### src/hdl/mem_params.svh
// widths and depths for the load/store front end
// MEM_LINE_BYTES must equal MEM_LINE_W/8 and be a power of two
// MEM_CACHE_LINES and MEM_STORE_LINES must be powers of two
// line numbers beyond the store depth wrap onto lower lines

`ifndef MEM_PARAMS_SVH
`define MEM_PARAMS_SVH

// byte address and user data
`define MEM_ADDR_W 32
`define MEM_WORD_W 32

// one memory line
`define MEM_LINE_W 128
`define MEM_LINE_BYTES 16

// direct-mapped cache entries
`define MEM_CACHE_LINES 64

// backing store depth in lines
`define MEM_STORE_LINES 256

`endif

### src/hdl/mem_pkg.sv
// shared types of the load/store front end
// mem_ctrl_t follows the RISC-V funct3 layout with the unsigned flag above the size
// only SIZE_BYTE, SIZE_HALF and SIZE_WORD are legal sizes

`include "mem_params.svh"

package mem_pkg;

    typedef logic [`MEM_ADDR_W-1:0] addr_t;
    typedef logic [`MEM_WORD_W-1:0] word_t;
    typedef logic [`MEM_LINE_W-1:0] line_t;
    typedef logic [`MEM_ADDR_W-$clog2(`MEM_LINE_BYTES)-1:0] line_addr_t;
    typedef logic [`MEM_LINE_BYTES-1:0] line_mask_t;
    typedef logic [$clog2(`MEM_LINE_BYTES)-1:0] byte_off_t;

    typedef enum logic [1:0] {
        SIZE_BYTE = 2'd0,
        SIZE_HALF = 2'd1,
        SIZE_WORD = 2'd2
    } size_e;

    typedef struct packed {
        logic  is_unsigned;
        size_e size;
    } mem_ctrl_t;

    // one line beat from the sequencer to the cache
    typedef struct packed {
        logic       rd;
        logic       wr;
        line_addr_t addr;
        line_t      wdata;
        line_mask_t mask;
    } line_req_t;

    // what the aligner needs to build a load result
    typedef struct packed {
        byte_off_t off;
        mem_ctrl_t ctrl;
        logic      second;
    } load_ctx_t;

    typedef enum logic [2:0] {
        IDLE,
        RD_FIRST,
        RD_SECOND,
        WR_FIRST,
        WR_SECOND,
        DONE
    } seq_state_e;

endpackage

### src/hdl/load_aligner.sv
// builds the load result from one or two captured lines
// only the low 3 bytes of the second line can reach a 32-bit result
// o_rdata updates in the cycle after the last capture and holds until the next load
// i_ctx must stay stable from the first capture to the update

`timescale 1ns/1ps

`include "mem_params.svh"

module load_aligner (
    input  logic               CLK,
    input  logic               i_rrst_x,
    input  mem_pkg::line_t     i_line,
    input  logic               i_cap_first,
    input  logic               i_cap_second,
    input  mem_pkg::load_ctx_t i_ctx,
    output mem_pkg::word_t     o_rdata
);
    import mem_pkg::*;

    localparam int TAIL_W = `MEM_WORD_W - 8;

    line_t                         r_first;
    logic [TAIL_W-1:0]             r_second;
    logic                          r_pending;
    logic [`MEM_LINE_W+TAIL_W-1:0] w_cat;
    word_t                         w_word;
    word_t                         w_ext;

    always_comb begin
        // little-endian merge, then drop the bytes below the offset
        w_cat  = {r_second, r_first} >> {i_ctx.off, 3'b000};
        w_word = w_cat[`MEM_WORD_W-1:0];
        case (i_ctx.ctrl.size)
            SIZE_BYTE: w_ext = i_ctx.ctrl.is_unsigned ? {24'h000000, w_word[7:0]} :
                                                        {{24{w_word[7]}}, w_word[7:0]};
            SIZE_HALF: w_ext = i_ctx.ctrl.is_unsigned ? {16'h0000, w_word[15:0]} :
                                                        {{16{w_word[15]}}, w_word[15:0]};
            default:   w_ext = w_word;
        endcase
    end

    always_ff @(posedge CLK) begin
        if (i_cap_first)
            r_first <= i_line;
        if (i_cap_second)
            r_second <= i_line[TAIL_W-1:0];
    end

    always_ff @(posedge CLK) begin
        if (!i_rrst_x) begin
            r_pending <= 1'b0;
            o_rdata   <= '0;
        end else begin
            r_pending <= (i_cap_first && !i_ctx.second) || i_cap_second;
            if (r_pending)
                o_rdata <= w_ext;
        end
    end

endmodule

### config.mk
export PLATFORM = sky130hd
export DESIGN_NAME = load_aligner
export DESIGN_NICKNAME = d
export VERILOG_FILES = /design/src/hdl/mem_pkg.sv /design/src/hdl/load_aligner.sv
export VERILOG_INCLUDE_DIRS = /design/src /design/src/hdl
export SDC_FILE = /design/constraint.sdc
export NUM_CORES = 1
export LEC_CHECK = 0
export BUFFER_PORTS_ARGS = -buffer_cell sky130_fd_sc_hd__buf_4
export CORE_ASPECT_RATIO = 0.7
export CORE_UTILIZATION = 57
export CTS_CLUSTER_DIAMETER = 40
export DETAILED_ROUTE_END_ITERATION = 7
export PLACE_DENSITY = 0.8
export SYNTH_ARGS = -nofsm -noshare
export SYNTH_HDL_FRONTEND = slang
export SYNTH_SLANG_ARGS = --single-unit
### constraint.sdc
create_clock -name CLK -period 2.1 [get_ports CLK]
set_clock_uncertainty 0.05 [all_clocks]
set_input_delay 0.105 -clock CLK [delete_from_list [all_inputs] [get_ports CLK]]
set_output_delay 0.105 -clock CLK [all_outputs]
set_load 0.01 [all_outputs]
Word-level counts from Yosys, hierarchy flattened
Index checks and enable logic that the tools add are counted.
{"block": "totals", "output_inout_bits": 32, "input_bits": 140, "reg_bits": 185, "wordCells": 13}
{"block": "classes", "reduce_logical": 4, "muxes": 3, "eq_ne": 1, "shifts": 1}
{"operator": "$shr A152 B7 Y32", "count": 1}
{"operator": "$mux W32", "count": 2}
{"operator": "$pmux W32 S2", "count": 1}
{"operator": "$eq A2 B1 Y1 const B", "count": 1}
{"operator": "$logic_not A2 Y1", "count": 1}
{"operator": "$logic_and A1 B1 Y1", "count": 1}
{"operator": "$logic_not A1 Y1", "count": 1}
{"operator": "$logic_or A1 B1 Y1", "count": 1}

Longest topological paths before layout
{"block": "depth", "depth_word": 3, "ltp_mapped": 10, "mapped_depth_nobuf": 5}

Least setup slack after synthesis
OpenSTA, ideal clock, no wires.
{"block": "synth_timing", "path_kind": "reg-to-reg", "start": "register r_first[23]", "end": "register o_rdata[22]", "slack_ns": 0.159, "arrival_ns": 1.754, "setup_time_ns": 0.136, "synth_period_minus_slack_ns": 1.941, "path_stages_with_launch": 7, "t_required_ns": 1.914, "n_path_buf": 1, "cell_sequence": "edfxtp_1 -> nor2b_1 -> a2111oi_1 -> nor4_1 -> o41ai_4 -> buf_6 -> a31oi_1"}
{"block": "synth_between", "elab_chain_cells": 3, "elab_cells_between_ends": 4, "cone_classes": "shift: 1; mux: 3"}
{"item": "from (decl)", "line": "load_aligner.sv:23", "rtl": "line_t r_first;"}
{"item": "from (signal assigned)", "line": "load_aligner.sv:45", "rtl": "r_first <= i_line;"}
{"item": "$shr A152 B7 Y32 (*)", "line": "load_aligner.sv:32", "rtl": "w_cat = {r_second, r_first} >> {i_ctx.off, 3'b000};"}
{"item": "$mux W32 (on tied branches)", "line": "load_aligner.sv:37, load_aligner.sv:35"}
{"item": "$pmux W32 S2 (*)", "line": "load_aligner.sv:34", "rtl": "case (i_ctx.ctrl.size)"}
{"item": "to (signal assigned)", "line": "load_aligner.sv:57", "rtl": "o_rdata <= w_ext;"}
{"item": "to (decl)", "line": "load_aligner.sv:17", "rtl": "output mem_pkg::word_t o_rdata"}
Mark *: on every way between the ends. The rest lies on a longest branch, timed or not.
A chain may end at the register's enable or synchronous reset.

Final worst setup path
{"block": "layout_timing", "start": "register r_first[95]", "end": "register o_rdata[13]"}
{"block": "layout_between", "elab_chain_cells": 3}
{"item": "$shr A152 B7 Y32", "line": "load_aligner.sv:32"}
{"item": "$mux W32", "line": "load_aligner.sv:35", "rtl": "SIZE_BYTE: w_ext = i_ctx.ctrl.is_unsigned ? {24'h000000, w_word[7:0]} :"}
{"item": "$pmux W32 S2", "line": "load_aligner.sv:34"}
No other way between the ends.

==> qor.yml <==
clock_tree:
  clk_pin_slew_ps: 80
  post_cts_buffers: 0
  cts_sinks: 185
  cts-root-buf: "clkbuf_16"
  clockBufferDepth: 2
  clk_latency_ps: 440
  tritoncts: "yes"
  cts_made_buffers: 17
  htreeDepth: 4
floorplan:
  ios: 172
  start_util_pct: 59.0
  core-area_mm2: 0.0165
  die_h_um: 111
  row_count: 39
  die_w_um: 158
  dieArea_mm2: 0.0177
route:
  via_count: 7796
  wl_per_cell_um: 24.2
  drtIter0Drc: 1043
  first_pass_iters: 5
  postRouteAntennaNets: 0
  routed_wl_um: 29300
  drc_errors: 0
  via_per_inst: 6.44
logic_synthesis:
  synth_area_leaders: "edfxtp_1, mux4_2, mux2i_1"
  synthFlopType: "edfxtp_1"
  synthArstFlopShare_pct: 0
  yosysWarnings: 0
  synth_edf_count: 152
  yosysTopAreaCell: "edfxtp_1"
  synth_top_area_share_pct: 46.8
  synth_seq_area_share_pct: 53.5
  netlist_instances: 653
  avgSynthCellArea_um2: 14.9
  syn-num-nets: 793
  post_synth_num_cell_types: 47
  synth_area_mm2: 0.00976
  ys_seq_elements: 185
run:
  drv_cap: 0
layout:
  area_delta_synth_final_pct: 37.3
  drive_gt1_share_pct: 35.0
  fin_nets: 1114
  post-route-cell-area_mm2: 0.0134
  layout_commonest_cell: "buf_4"
  final_cell_mix: "buf_4, edfxtp_1, dlygate4sd3_1"
  diodes: 0
  finish.utilization_pct: 81.0
  fillers: 840
grt:
  grt_overflow: 0
  grt_use_total_pct: 34.6
  grt_max_degree: 75
  grt_pass1_wl_um: 44900
  grt_pass1_vias: 7859
  grt_antenna_before_repair: 0
worst_hold_path:
  hp-class: "input port to flop"
  min_to: "r_second[1]"
  min_from: "i_cap_second"
  holdPathStages: 1
pwr:
  share_comb_of_total_power_pct: 18.4
  power.density_mw_per_mm2: 726
  intPower_mw: 7.13
  seq_power_share_pct: 46.9
  p_sw_share_pct: 26.7
  vdd_ir_drop_max_mv: 0.555
  clkPwrFrac_pct: 34.7
  p_leak_nw: 5.32
  p_sw_mw: 2.60
timing:
  worst_pin_slew_ps: 843
  maxSlewHeadroom_pct: 43.7
  fmax_mhz: 486
  period_share_pct: 98.1
  maxSlewViolCount: 0
  min_period_ps: 2060
  hold_violations: 0
  rsz0062_at_grt: "false"
  setup_viol: 0
critical_path:
  start_kind: "flop"
  crit_chain: "mux2_2 -> o22ai_1 -> nor3_1 -> a221o_1 -> o221a_2"
  critPathKind: "flop to flop"
  end_kind: "flop"
  slowest_delay_ps: 480
  reg2reg_from: "r_first[95]"
  crit_slowest_cell: "a221o_1"
  r2r_setup_slack_ps: 40
  cp_max_fo: 8
  required_ps: 2370
  crit_buf_inv: 0
  crit_family: "compound AO/OA/AOI/OAI gates"
  r2r.worst_path.cells: 5
  reg2reg_to: "o_rdata[13]"
  crit_arrival_ps: 2330
run_status:
  status: "finished, final reports clean"
placement:
  placed_area_mm2: 0.0115
  gp_congestion: 0.929
  port_buffers: 171
  hpwl_um: 19100
## worst max-delay path by stage
stage | from | endpoint | slack (ps) | depth (start not counted)
6_report | r_first[95] | o_rdata[13] | 40 | 5
5_1_grt | r_first[103] | o_rdata[13] | 6 | 5
4_1_cts | r_first[23] | o_rdata[13] | 70 | 5
3_5_place_dp | i_ctx[4] | o_rdata[5] | -3 | 6
3_3_place_gp | i_ctx[4] | o_rdata[5] | 40 | 6
2_1_floorplan | r_first[23] | o_rdata[22] | 160 | 6
## layer usage
| layer | part of all wire, % | up-vias | track usage, % |
|---|---|---|---|
| li1 | - | 3325 | - |
| met1 | 40 | 3804 | 48.5 |
| met4 | 3.5 | 0 | 15.6 |
| met2 | 46 | 565 | 51.8 |
| met5 | 0 | - | 0 |
| met3 | 11 | 102 | 8.02 |
## power groups by stage
stage,combinational (mW),clock (mW),sequential (mW)
global placement,1.50,0,4.60
finish,1.79,3.38,4.56
global route,1.89,3.56,4.58
detailed placement,1.53,0,4.62
floorplan,0.908,0,4.53
CTS,1.74,3.39,4.54
## cells by family after synthesis
kind of cell | share of synthesized area (%)
flops | 53.5
simple gates | 4.60
buf+inv | 4.27
compound gates | 10.4
mux | 27.1
## stage by stage
stage	setup slack [ps]	power (mW)	cells	hold slack [ps]	setup TNS, ps
after floorplan	159	5.43	653	154	0
after global placement	44.1	6.10	1049	233	0
final	40.4	9.73	1211	80.0	0
after CTS	73.6	9.68	1211	67.4	0
after global routing	6.29	10.0	1211	73.7	0
after detailed placement	-3.15	6.15	1049	234	-3.15
## registers in the layout, summed over array words and instances (netlist names)
register,flops
r_pending,1
r_second,24
r_first,128
o_rdata,32
## area by class of cell
class | instances | area (µm²) | area share, %
timing repair buffer | 361 | 3130 | 23.4
clock buffer | 17 | 425 | 3.17
sequential | 185 | 5230 | 39.0
inverter | 2 | 7.51 | 0.0560
clock inverter | 14 | 203 | 1.51
tap | 225 | 282 | 2.10
multi-input combinational | 407 | 4130 | 30.8
## cells in the mapped netlist (5+ instances only)
cell type,instances
edfxtp_1,152
a311oi_1,7
nor2_1,7
mux4_2,66
clkbuf_1,22
nand2b_1,5
mux2_2,5
nand3_1,7
o21ai_0,18
a32o_1,7
mux2i_1,109
buf_2,6
a31oi_1,31
nand2_1,49
buf_4,10
nor2b_1,14
buf_6,13
a211oi_1,8
a22oi_1,29
a22o_1,9
dfxtp_1,33
## repair_timing
| action | in CTS | in global routing |
|---|---|---|
| hold buffers | 131 | 0 |
| setup endpoints to repair | 0 | 24 |
| resized for setup | 0 | 2 |
| hold endpoints to repair | 178 | 0 |
Note: power is estimated with default switching activity, not from simulation.
