### src/hdl/mem_params.svh
// widths and depths for the load/store front end
// MEM_LINE_BYTES must equal MEM_LINE_W/8 and be a power of two
// MEM_CACHE_LINES and MEM_STORE_LINES must be powers of two
// line numbers beyond the store depth wrap onto lower lines

`ifndef MEM_PARAMS_SVH
`define MEM_PARAMS_SVH

// byte address and user data
`define MEM_ADDR_W 32
`define MEM_WORD_W 32

// one memory line
`define MEM_LINE_W 128
`define MEM_LINE_BYTES 16

// direct-mapped cache entries
`define MEM_CACHE_LINES 64

// backing store depth in lines
`define MEM_STORE_LINES 256

`endif

### src/hdl/mem_pkg.sv
// shared types of the load/store front end
// mem_ctrl_t follows the RISC-V funct3 layout with the unsigned flag above the size
// only SIZE_BYTE, SIZE_HALF and SIZE_WORD are legal sizes

`include "mem_params.svh"

package mem_pkg;

    typedef logic [`MEM_ADDR_W-1:0] addr_t;
    typedef logic [`MEM_WORD_W-1:0] word_t;
    typedef logic [`MEM_LINE_W-1:0] line_t;
    typedef logic [`MEM_ADDR_W-$clog2(`MEM_LINE_BYTES)-1:0] line_addr_t;
    typedef logic [`MEM_LINE_BYTES-1:0] line_mask_t;
    typedef logic [$clog2(`MEM_LINE_BYTES)-1:0] byte_off_t;

    typedef enum logic [1:0] {
        SIZE_BYTE = 2'd0,
        SIZE_HALF = 2'd1,
        SIZE_WORD = 2'd2
    } size_e;

    typedef struct packed {
        logic  is_unsigned;
        size_e size;
    } mem_ctrl_t;

    // one line beat from the sequencer to the cache
    typedef struct packed {
        logic       rd;
        logic       wr;
        line_addr_t addr;
        line_t      wdata;
        line_mask_t mask;
    } line_req_t;

    // what the aligner needs to build a load result
    typedef struct packed {
        byte_off_t off;
        mem_ctrl_t ctrl;
        logic      second;
    } load_ctx_t;

    typedef enum logic [2:0] {
        IDLE,
        RD_FIRST,
        RD_SECOND,
        WR_FIRST,
        WR_SECOND,
        DONE
    } seq_state_e;

endpackage

### src/hdl/access_sequencer.sv
// user-side access sequencer, one access in flight at a time
// a load needs a second line when offset plus size passes the line end
// a store is split into masked word beats, a second beat when it crosses a word
// o_busy is high from the cycle after acceptance until the DONE cycle ends

`timescale 1ns/1ps

`include "mem_params.svh"

module access_sequencer (
    input  logic               i_clk,
    input  logic               i_rrst_x,
    input  logic               i_rd_en,
    input  logic               i_wr_en,
    input  mem_pkg::addr_t     i_addr,
    input  mem_pkg::word_t     i_wdata,
    input  mem_pkg::mem_ctrl_t i_ctrl,
    input  logic               i_line_done,
    output logic               o_req_valid,
    output mem_pkg::line_req_t o_req,
    output mem_pkg::load_ctx_t o_ctx,
    output logic               o_cap_first,
    output logic               o_cap_second,
    output logic               o_busy
);
    import mem_pkg::*;

    seq_state_e                r_state;
    line_req_t                 r_req_next;
    logic                      r_two;
    logic                      w_accept;
    logic                      w_next_beat;
    logic [4:0]                w_end;
    word_t                     w_data_ext;
    logic [3:0]                w_mask_lo;
    logic [7:0]                w_mask_wide;
    logic [2*`MEM_WORD_W-1:0]  w_data_wide;
    logic [`MEM_ADDR_W-3:0]    w_word_addr;
    line_req_t                 w_beat0;
    line_req_t                 w_beat1;
    logic                      w_two;

    // place a word and its byte mask at the word's slot in the line
    function automatic line_req_t wr_beat(input logic [`MEM_ADDR_W-3:0] word_addr,
                                          input word_t data, input logic [3:0] mask);
        line_req_t req;
        req.rd    = 1'b0;
        req.wr    = 1'b1;
        req.addr  = word_addr[`MEM_ADDR_W-3:2];
        req.wdata = line_t'(data) << {word_addr[1:0], 5'b00000};
        req.mask  = line_mask_t'(mask) << {word_addr[1:0], 2'b00};
        return req;
    endfunction

    assign w_accept    = (i_rd_en || i_wr_en) && (r_state == IDLE);
    assign w_next_beat = i_line_done && r_two && (r_state == RD_FIRST || r_state == WR_FIRST);
    assign o_busy       = (r_state != IDLE);
    assign o_cap_first  = i_line_done && (r_state == RD_FIRST);
    assign o_cap_second = i_line_done && (r_state == RD_SECOND);

    always_comb begin
        w_end = {1'b0, i_addr[3:0]} + (5'd1 << i_ctrl.size);
        case (i_ctrl.size)
            SIZE_BYTE: begin
                w_data_ext = {24'h000000, i_wdata[7:0]};
                w_mask_lo  = 4'b0001;
            end
            SIZE_HALF: begin
                w_data_ext = {16'h0000, i_wdata[15:0]};
                w_mask_lo  = 4'b0011;
            end
            default: begin
                w_data_ext = i_wdata;
                w_mask_lo  = 4'b1111;
            end
        endcase
        // spill of the upper bytes lands in the next word
        w_mask_wide = {4'b0000, w_mask_lo} << i_addr[1:0];
        w_data_wide = {32'h0, w_data_ext} << {i_addr[1:0], 3'b000};
        w_word_addr = i_addr[`MEM_ADDR_W-1:2];
        if (i_rd_en) begin
            w_beat0      = '0;
            w_beat0.rd   = 1'b1;
            w_beat0.addr = i_addr[`MEM_ADDR_W-1:4];
            w_beat1      = w_beat0;
            w_beat1.addr = w_beat0.addr + 1'b1;
            w_two        = (w_end > 5'd16);
        end else begin
            w_beat0 = wr_beat(w_word_addr, w_data_wide[31:0], w_mask_wide[3:0]);
            w_beat1 = wr_beat(w_word_addr + 1'b1, w_data_wide[63:32], w_mask_wide[7:4]);
            w_two   = |w_mask_wide[7:4];
        end
    end

    always_ff @(posedge i_clk) begin
        if (!i_rrst_x) begin
            r_state     <= IDLE;
            o_req_valid <= 1'b0;
            r_two       <= 1'b0;
        end else begin
            o_req_valid <= 1'b0;
            case (r_state)
                IDLE: begin
                    if (w_accept) begin
                        o_req_valid <= 1'b1;
                        r_two       <= w_two;
                        r_state     <= i_rd_en ? RD_FIRST : WR_FIRST;
                    end
                end
                RD_FIRST, WR_FIRST: begin
                    if (w_next_beat) begin
                        o_req_valid <= 1'b1;
                        r_state     <= (r_state == RD_FIRST) ? RD_SECOND : WR_SECOND;
                    end else if (i_line_done) begin
                        r_state <= DONE;
                    end
                end
                RD_SECOND, WR_SECOND: begin
                    if (i_line_done)
                        r_state <= DONE;
                end
                default: r_state <= IDLE;
            endcase
        end
    end

    // beat payload and load context
    always_ff @(posedge i_clk) begin
        if (w_accept) begin
            o_req      <= w_beat0;
            r_req_next <= w_beat1;
            if (i_rd_en) begin
                o_ctx.off    <= i_addr[3:0];
                o_ctx.ctrl   <= i_ctrl;
                o_ctx.second <= w_two;
            end
        end else if (w_next_beat) begin
            o_req <= r_req_next;
        end
    end

endmodule

### config.mk
export PLATFORM = sky130hd
export DESIGN_NAME = access_sequencer
export DESIGN_NICKNAME = d
export VERILOG_FILES = /design/src/hdl/mem_pkg.sv /design/src/hdl/access_sequencer.sv
export VERILOG_INCLUDE_DIRS = /design/src /design/src/hdl
export SDC_FILE = /design/constraint.sdc
export NUM_CORES = 1
export LEC_CHECK = 0
export BUFFER_PORTS_ARGS = -buffer_cell sky130_fd_sc_hd__buf_4
export CORE_UTILIZATION = 40
export DETAILED_ROUTE_END_ITERATION = 16
export HOLD_SLACK_MARGIN = 0.05
export PLACE_DENSITY = 0.72
export SLEW_MARGIN = 20
export SYNTH_ARGS = -nofsm -noshare
export SYNTH_HDL_FRONTEND = slang
export SYNTH_SLANG_ARGS = --single-unit
### constraint.sdc
create_clock -name i_clk -period 38.2 [get_ports i_clk]
set_input_delay 1.91 -clock i_clk [delete_from_list [all_inputs] [get_ports i_clk]]
set_output_delay 1.91 -clock i_clk [all_outputs]
set_load 0.005 [all_outputs]
### Yosys cells after proc, flatten, opt, wreduce, memory -nomap -nowiden

Index checks and enable logic that the tools add are counted.

| word-level totals | value |
|---|---|
| register bits after elaboration | 361 |

| operators by class | value |
|---|---|
| add/subtract/negate cells | 3 |
| order comparisons | 1 |
| eq/ne operators | 6 |
| shifts and indexed selects | 7 |
| multiplexer cells | 16 |
| reductions and logical operators | 16 |

Operators with widths:

| operator | number |
|---|---|
| $mux W174 | 4 |
| $shl A32 B7 Y128 | 2 |
| $pmux W32 S2 | 1 |
| $shl A32 B5 Y64 | 1 |
| $shl A4 B4 Y16 | 2 |
| $add A30 B1 Y30 const B | 1 |
| $add A28 B1 Y28 const B | 1 |
| $mux W3 | 4 |
| $pmux W3 S3 | 1 |
| $pmux W4 S2 | 1 |
| $shl A4 B2 Y8 | 1 |
| $eq A3 B2 Y1 const B | 2 |
| $add A4 B5 Y5 | 1 |
| $gt A5 B5 Y1 const B | 1 |
| $logic_and A1 B1 Y1 | 5 |
| $shl A1 B2 Y5 const A | 1 |
| $reduce_and A2 Y1 | 2 |
| $reduce_or A2 Y1 | 2 |
| $reduce_or A4 Y1 | 1 |
| $eq A3 B1 Y1 const B | 1 |
| $eq A3 B3 Y1 const B | 1 |
| $logic_not A3 Y1 | 1 |
| $mux W1 | 3 |
| $reduce_bool A3 Y1 | 1 |
| other kinds (7) | 8 |

### Longest topological paths before layout

| depth | value |
|---|---|
| depth in word-level cells | 6 |
| depth in mapped cells | 10 |
| mapped depth without buffers | 8 |

### Worst setup path before layout

OpenSTA, ideal clock, no wires.

| timing path | value |
|---|---|
| path type | input -> register |
| from | in i_line_done |
| to | reg o_req[0] (netlist name), enable pin |
| library setup time | 0.948 ns |
| arrival time | 14.159 ns |
| data required time | 37.252 ns |
| setup slack | 23.093 ns |
| stages | 2 |
| path buffers | 0 |
| cells stage by stage | nand3_1 > o21ai_0 |

| between the ends | value |
|---|---|
| cells in the longest elaborated chain, start to end | 3 |

Ends and longest elaborated chain:

| item | line | text |
|---|---|---|
| start, declared | access_sequencer.sv:18 | `input logic i_line_done,` |
| $logic_and A1 B1 Y1 (2 in series) | access_sequencer.sv:56 | `assign w_next_beat = i_line_done && r_two && (r_state == RD_FIRST \|\| r_state == WR_FIRST);` |
| $reduce_bool A2 Y1 (no source line) | -- |  |
| end signal, assigned | access_sequencer.sv:130 | `o_req <= w_beat0;` |
| end signal, assigned | access_sequencer.sv:138 | `o_req <= r_req_next;` |
| end, declared | access_sequencer.sv:20 | `output mem_pkg::line_req_t o_req,` |

No other way between the ends.
A chain may end at the register's enable or synchronous reset.

### Worst setup path in the final report

| timing path | value |
|---|---|
| from | in i_rd_en |
| to | reg o_req[86] (netlist name), data pin |

| between the ends | value |
|---|---|
| cells in the longest elaborated chain, start to end | 3 |
| elaborated cells on any way between the ends | 4 |
| those cells by class | 2 x mux; 2 x reduce/logical |

Ends and longest elaborated chain:

| item | line | text |
|---|---|---|
| start, declared | access_sequencer.sv:13 | `input logic i_rd_en,` |
| $logic_or A1 B1 Y1 | access_sequencer.sv:55 | `assign w_accept = (i_rd_en \|\| i_wr_en) && (r_state == IDLE);` |
| $logic_and A1 B1 Y1 | access_sequencer.sv:55 |  |
| $mux W174 (*) | access_sequencer.sv:129 | `if (w_accept) begin` |

Every way passes the cells marked *; elsewhere a longest branch is shown, timed or not.

==> impl_summary.md <==
Status
The flow ran to the end, and the final reports show no timing, DRC or antenna violations.

Detailed routing
The DRC marker count from the first detailed-route iteration is 887. The number of DRC violations after detailed routing is 0. Wires add up to 35.7 mm.

The total number of vias is a little over 9,000. The average via count per standard cell is about 5.3. The number of detailed-routing iterations run before antenna repair is 5. The count of antenna-violating nets left after detailed routing is 0. After detailed routing, the average wire length per cell comes to slightly above 20 um.

Critical path
The path type of the worst setup path is in -> reg. STA puts the critical path data required time at approximately 39 ns. For the worst flop-to-flop path, the logic depth is 7.

In this design, the critical path's most frequently occurring cell is sky130_fd_sc_hd__buf_4. The maximum single-stage delay on the critical path is between 0.9 and 1 ns. The reg-to-reg setup timing slack is 33.77 ns. The worst setup path is captured at a flop. Data arrives at the worst endpoint at between 5 and 6 ns.

The type of element launching the critical path is an input port. The cell with the largest stage delay on the worst path is sky130_fd_sc_hd__buf_4. Walking the worst path, the cells encountered are buf_4 > nor2_1 > or2_4 > inv_6 > buf_4 > nand3_1 > nor4_2 > a22o_1. The critical-path maximum fanout is 85.

Min path
Along the worst hold path, the cell count comes to 2. The min-delay analysis places its worst path in the category reg -> reg.

GRT
The wire length of the first global-routing pass is 51.6 mm. The number of global-route vias before repair is 8,871. The number of antenna violations at the first check in global routing came to 1. The total routing resource utilization after global routing is between 20 and 25%. Global routing finished with a remaining overflow of 0. The pin count of the biggest net entering global routing is between 150 and 200.

Clock network
After clock tree synthesis, the clock-pin slew on the worst setup and hold paths is 0.06 ns. The largest buffer count on any clock path is 3. In this run the clock root is driven by a sky130_fd_sc_hd__clkbuf_16.

After clock tree synthesis, the flow added hold-fix buffers numbering 0. The H-tree generated during clock tree synthesis spans 2 levels. The post-CTS setup repair buffer count is 0. The number of cells upsized or downsized after cts is 0.

The number of buffers created by CTS is 36. TritonCTS built the clock tree. The number of clock sinks is 325. The worst-skew pair later-pin latency is about 0.52 ns.

Synth
In the synthesized netlist the dominant register cell turns out to be sky130_fd_sc_hd__edfxtp_1. The unique cell type count in the Yosys netlist is between 40 and 50. The mapped netlist covers about 13,000 sq um. For this run, the number of Yosys warnings is 0.

Counting every net in the synthesized netlist gives ~1,100. In this run, synthesis produced a sequential element count of 325. The instance count of the mapped netlist is about 1,000. Sequential cells were found to cover 72.0% of the synthesized design area. Each instance of the synthesized netlist takes up on average between 10 and 15 sq um. Of all flip-flops after synthesis, the portion carrying an async set or reset was 0%. Counting flops with a built-in enable in the synthesized netlist gives 320.

Placed design
Summing all placed instances gives a cell area of between 15,000 and 20,000 sq um. In this run the tool buffered the top-level ports with about 260 buffer cells. The HPWL after detailed placement is ~24 mm.

The congestion estimate from routability-driven global placement came to roughly 0.86.

Timing
The final critical-path required period is about 5.2 ns. The number of hold violations in the final report is 0. The tightest slew margin relative to the limit is 30.5%.

For the final routed database, the setup TNS stands at 0 ns. Setup repair after global routing left no endpoint under its margin. Based on the critical path, the design can be clocked at up to 191 MHz. The final cycle utilization of the critical path is between 10% and 20%. The clock skew after layout is between 0.02 and 0.025 ns.

The total count of max-transition violations in the final report was 0. The setup-violating endpoint count in the final report is 0. Across all hold checks on the routed design, the worst slack comes to slightly above 0.5 ns. The slew at the pin closest to its max-slew limit is 1.04 ns.

Run
Across the run, the number of max-cap violations was 0.

Cells and area
The utilization after layout is 51.5%. The summed area of non-filler cells in the final layout is approximately 17,000 sq um. The post-route netlist has approximately 26% of its cells at a drive strength greater than 1.

The sequential cells in the finished layout cover a total of 9710 sq um. Counting the fill cells in the layout gives ~2,800. The growth of design area from synthesis to finish is 25.4%.

The layout net count is 1,378. The total area of multi-input combinational cells is around 3600 sq um.

Floorplanning
The die width is roughly 190 um. The floorplan has 66 rows. The area of the die is 34,500 sq um. After floorplanning, the core was sized to cover between 30,000 and 40,000 sq um. In this run the vertical extent of the chip is between 150 and 200 um. For this configuration, the core starts out at a cell density of between 40% and 50%. During I/O placement, the number of pins put on the boundary was around 260.

Power and ir drop
The sum of internal, switching and leakage power is around 0.0012 W. The worst-case vdd ir drop is 47.9 uV. Power spread over the standard cell area amounts to just under 70 nW/um^2. For this design the static power due to leakage is 6.51 nW.
## final timing paths
path,startpoint,to
max reg2reg,r_state[2],o_req[86]
min,r_req_next[124],o_req[124]
max,i_rd_en,o_req[86]
min reg2reg,r_req_next[124],o_req[124]
## final cells by class
cell class	instances	area share, %
multi-input cells	667	21.1
clock inverters	14	0.621
flip-flops and latches	325	57.4
well taps	442	3.27
inverters	9	0.229
clock buffers	49	5.74
diodes	3	0.0444
repair buffers	261	11.7
## layer usage
layer	part of all wire, %	global-route usage [%]	routed length, um
met2	48	32.9	17300
met1	38	25.8	13700
met4	2.9	7.87	1030
met3	10	5.69	3660
met5	0	0	0
## registers in the layout, indices dropped and copies added, names as in the netlist
register / cells
o_req: 174
r_req_next: 138
o_ctx: 8
r_state: 3
o_req_valid: 1
r_two: 1
## cell usage after synthesis, types with 4 or more instances
library cell	n	area [sq um]
sky130_fd_sc_hd__edfxtp_1	320	9610
sky130_fd_sc_hd__nand2_1	185	694
sky130_fd_sc_hd__nor2_1	149	559
sky130_fd_sc_hd__o21ai_0	83	415
sky130_fd_sc_hd__clkbuf_1	36	135
sky130_fd_sc_hd__a21oi_1	33	165
sky130_fd_sc_hd__and2_1	33	206
sky130_fd_sc_hd__a22o_1	32	280
sky130_fd_sc_hd__mux2_2	16	180
sky130_fd_sc_hd__xnor2_1	16	140
sky130_fd_sc_hd__nor2b_1	15	93.8
sky130_fd_sc_hd__xor2_1	15	131
sky130_fd_sc_hd__nand3_1	13	65.1
sky130_fd_sc_hd__buf_1	10	37.5
sky130_fd_sc_hd__nor3b_1	10	75.1
sky130_fd_sc_hd__a32oi_1	8	70.1
sky130_fd_sc_hd__inv_1	8	30.0
sky130_fd_sc_hd__nor3_1	7	35.0
sky130_fd_sc_hd__a21o_1	6	45.0
sky130_fd_sc_hd__ha_1	6	75.1
sky130_fd_sc_hd__dfxtp_1	5	100
sky130_fd_sc_hd__nand2b_1	5	31.3
sky130_fd_sc_hd__nand4_1	5	31.3
sky130_fd_sc_hd__and3_1	4	25.0
## logic make-up (layout without fill, tap and decap cells)
logic type	after synthesis	count (layout)	synth area share, %
muxes	16	16	1.34
buffers and inverters	57	333	1.70
xor gates and xnor gates	31	31	2.01
AOI/OAI and AO/OA	171	171	7.73
DFF	325	325	72.0
adders and majority gates	6	6	0.557
and+or+nand+nor	443	443	14.7
other	0	3	0
## placed cells by master (no fill, tap or decap), types with 4 or more instances in the layout
cell / n
sky130_fd_sc_hd__edfxtp_1: 320
sky130_fd_sc_hd__buf_4: 260
sky130_fd_sc_hd__nand2_1: 185
sky130_fd_sc_hd__nor2_1: 149
sky130_fd_sc_hd__o21ai_0: 82
sky130_fd_sc_hd__clkbuf_16: 37
sky130_fd_sc_hd__a21oi_1: 33
sky130_fd_sc_hd__and2_1: 33
sky130_fd_sc_hd__a22o_1: 32
sky130_fd_sc_hd__xnor2_1: 16
sky130_fd_sc_hd__mux2_2: 16
sky130_fd_sc_hd__xor2_1: 15
sky130_fd_sc_hd__nor2b_1: 15
sky130_fd_sc_hd__nand3_1: 13
sky130_fd_sc_hd__clkbuf_1: 12
sky130_fd_sc_hd__nor3b_1: 10
sky130_fd_sc_hd__a32oi_1: 8
sky130_fd_sc_hd__inv_1: 7
sky130_fd_sc_hd__nor3_1: 7
sky130_fd_sc_hd__clkinv_2: 7
sky130_fd_sc_hd__a21o_1: 6
sky130_fd_sc_hd__ha_1: 6
sky130_fd_sc_hd__nand4_1: 5
sky130_fd_sc_hd__nand2b_1: 5
sky130_fd_sc_hd__dfxtp_1: 5
sky130_fd_sc_hd__and3_1: 4
## through the flow
step	setup WS, ns	cells
finish	32.96	1770
global route	32.72	1768
CTS	32.93	1767
detailed placement	32.49	1704
global placement	32.65	1704
floorplan	23.09	1049
## critical path: cells and delay by family
kind,cells,cell delay (ns)
buf+inv,3,1.78
compound gates,1,0.25
simple gates,4,1.60
## report_power, final
part | total, W | internal [W] | switching (W)
sequential | 0.000573 | 0.000537 | 0.0000365
clock | 0.000321 | 0.000185 | 0.000135
combinational | 0.000265 | 0.000113 | 0.000152
total | 0.00116 | 0.000835 | 0.000324
Note: power is estimated with default switching activity, not from simulation.
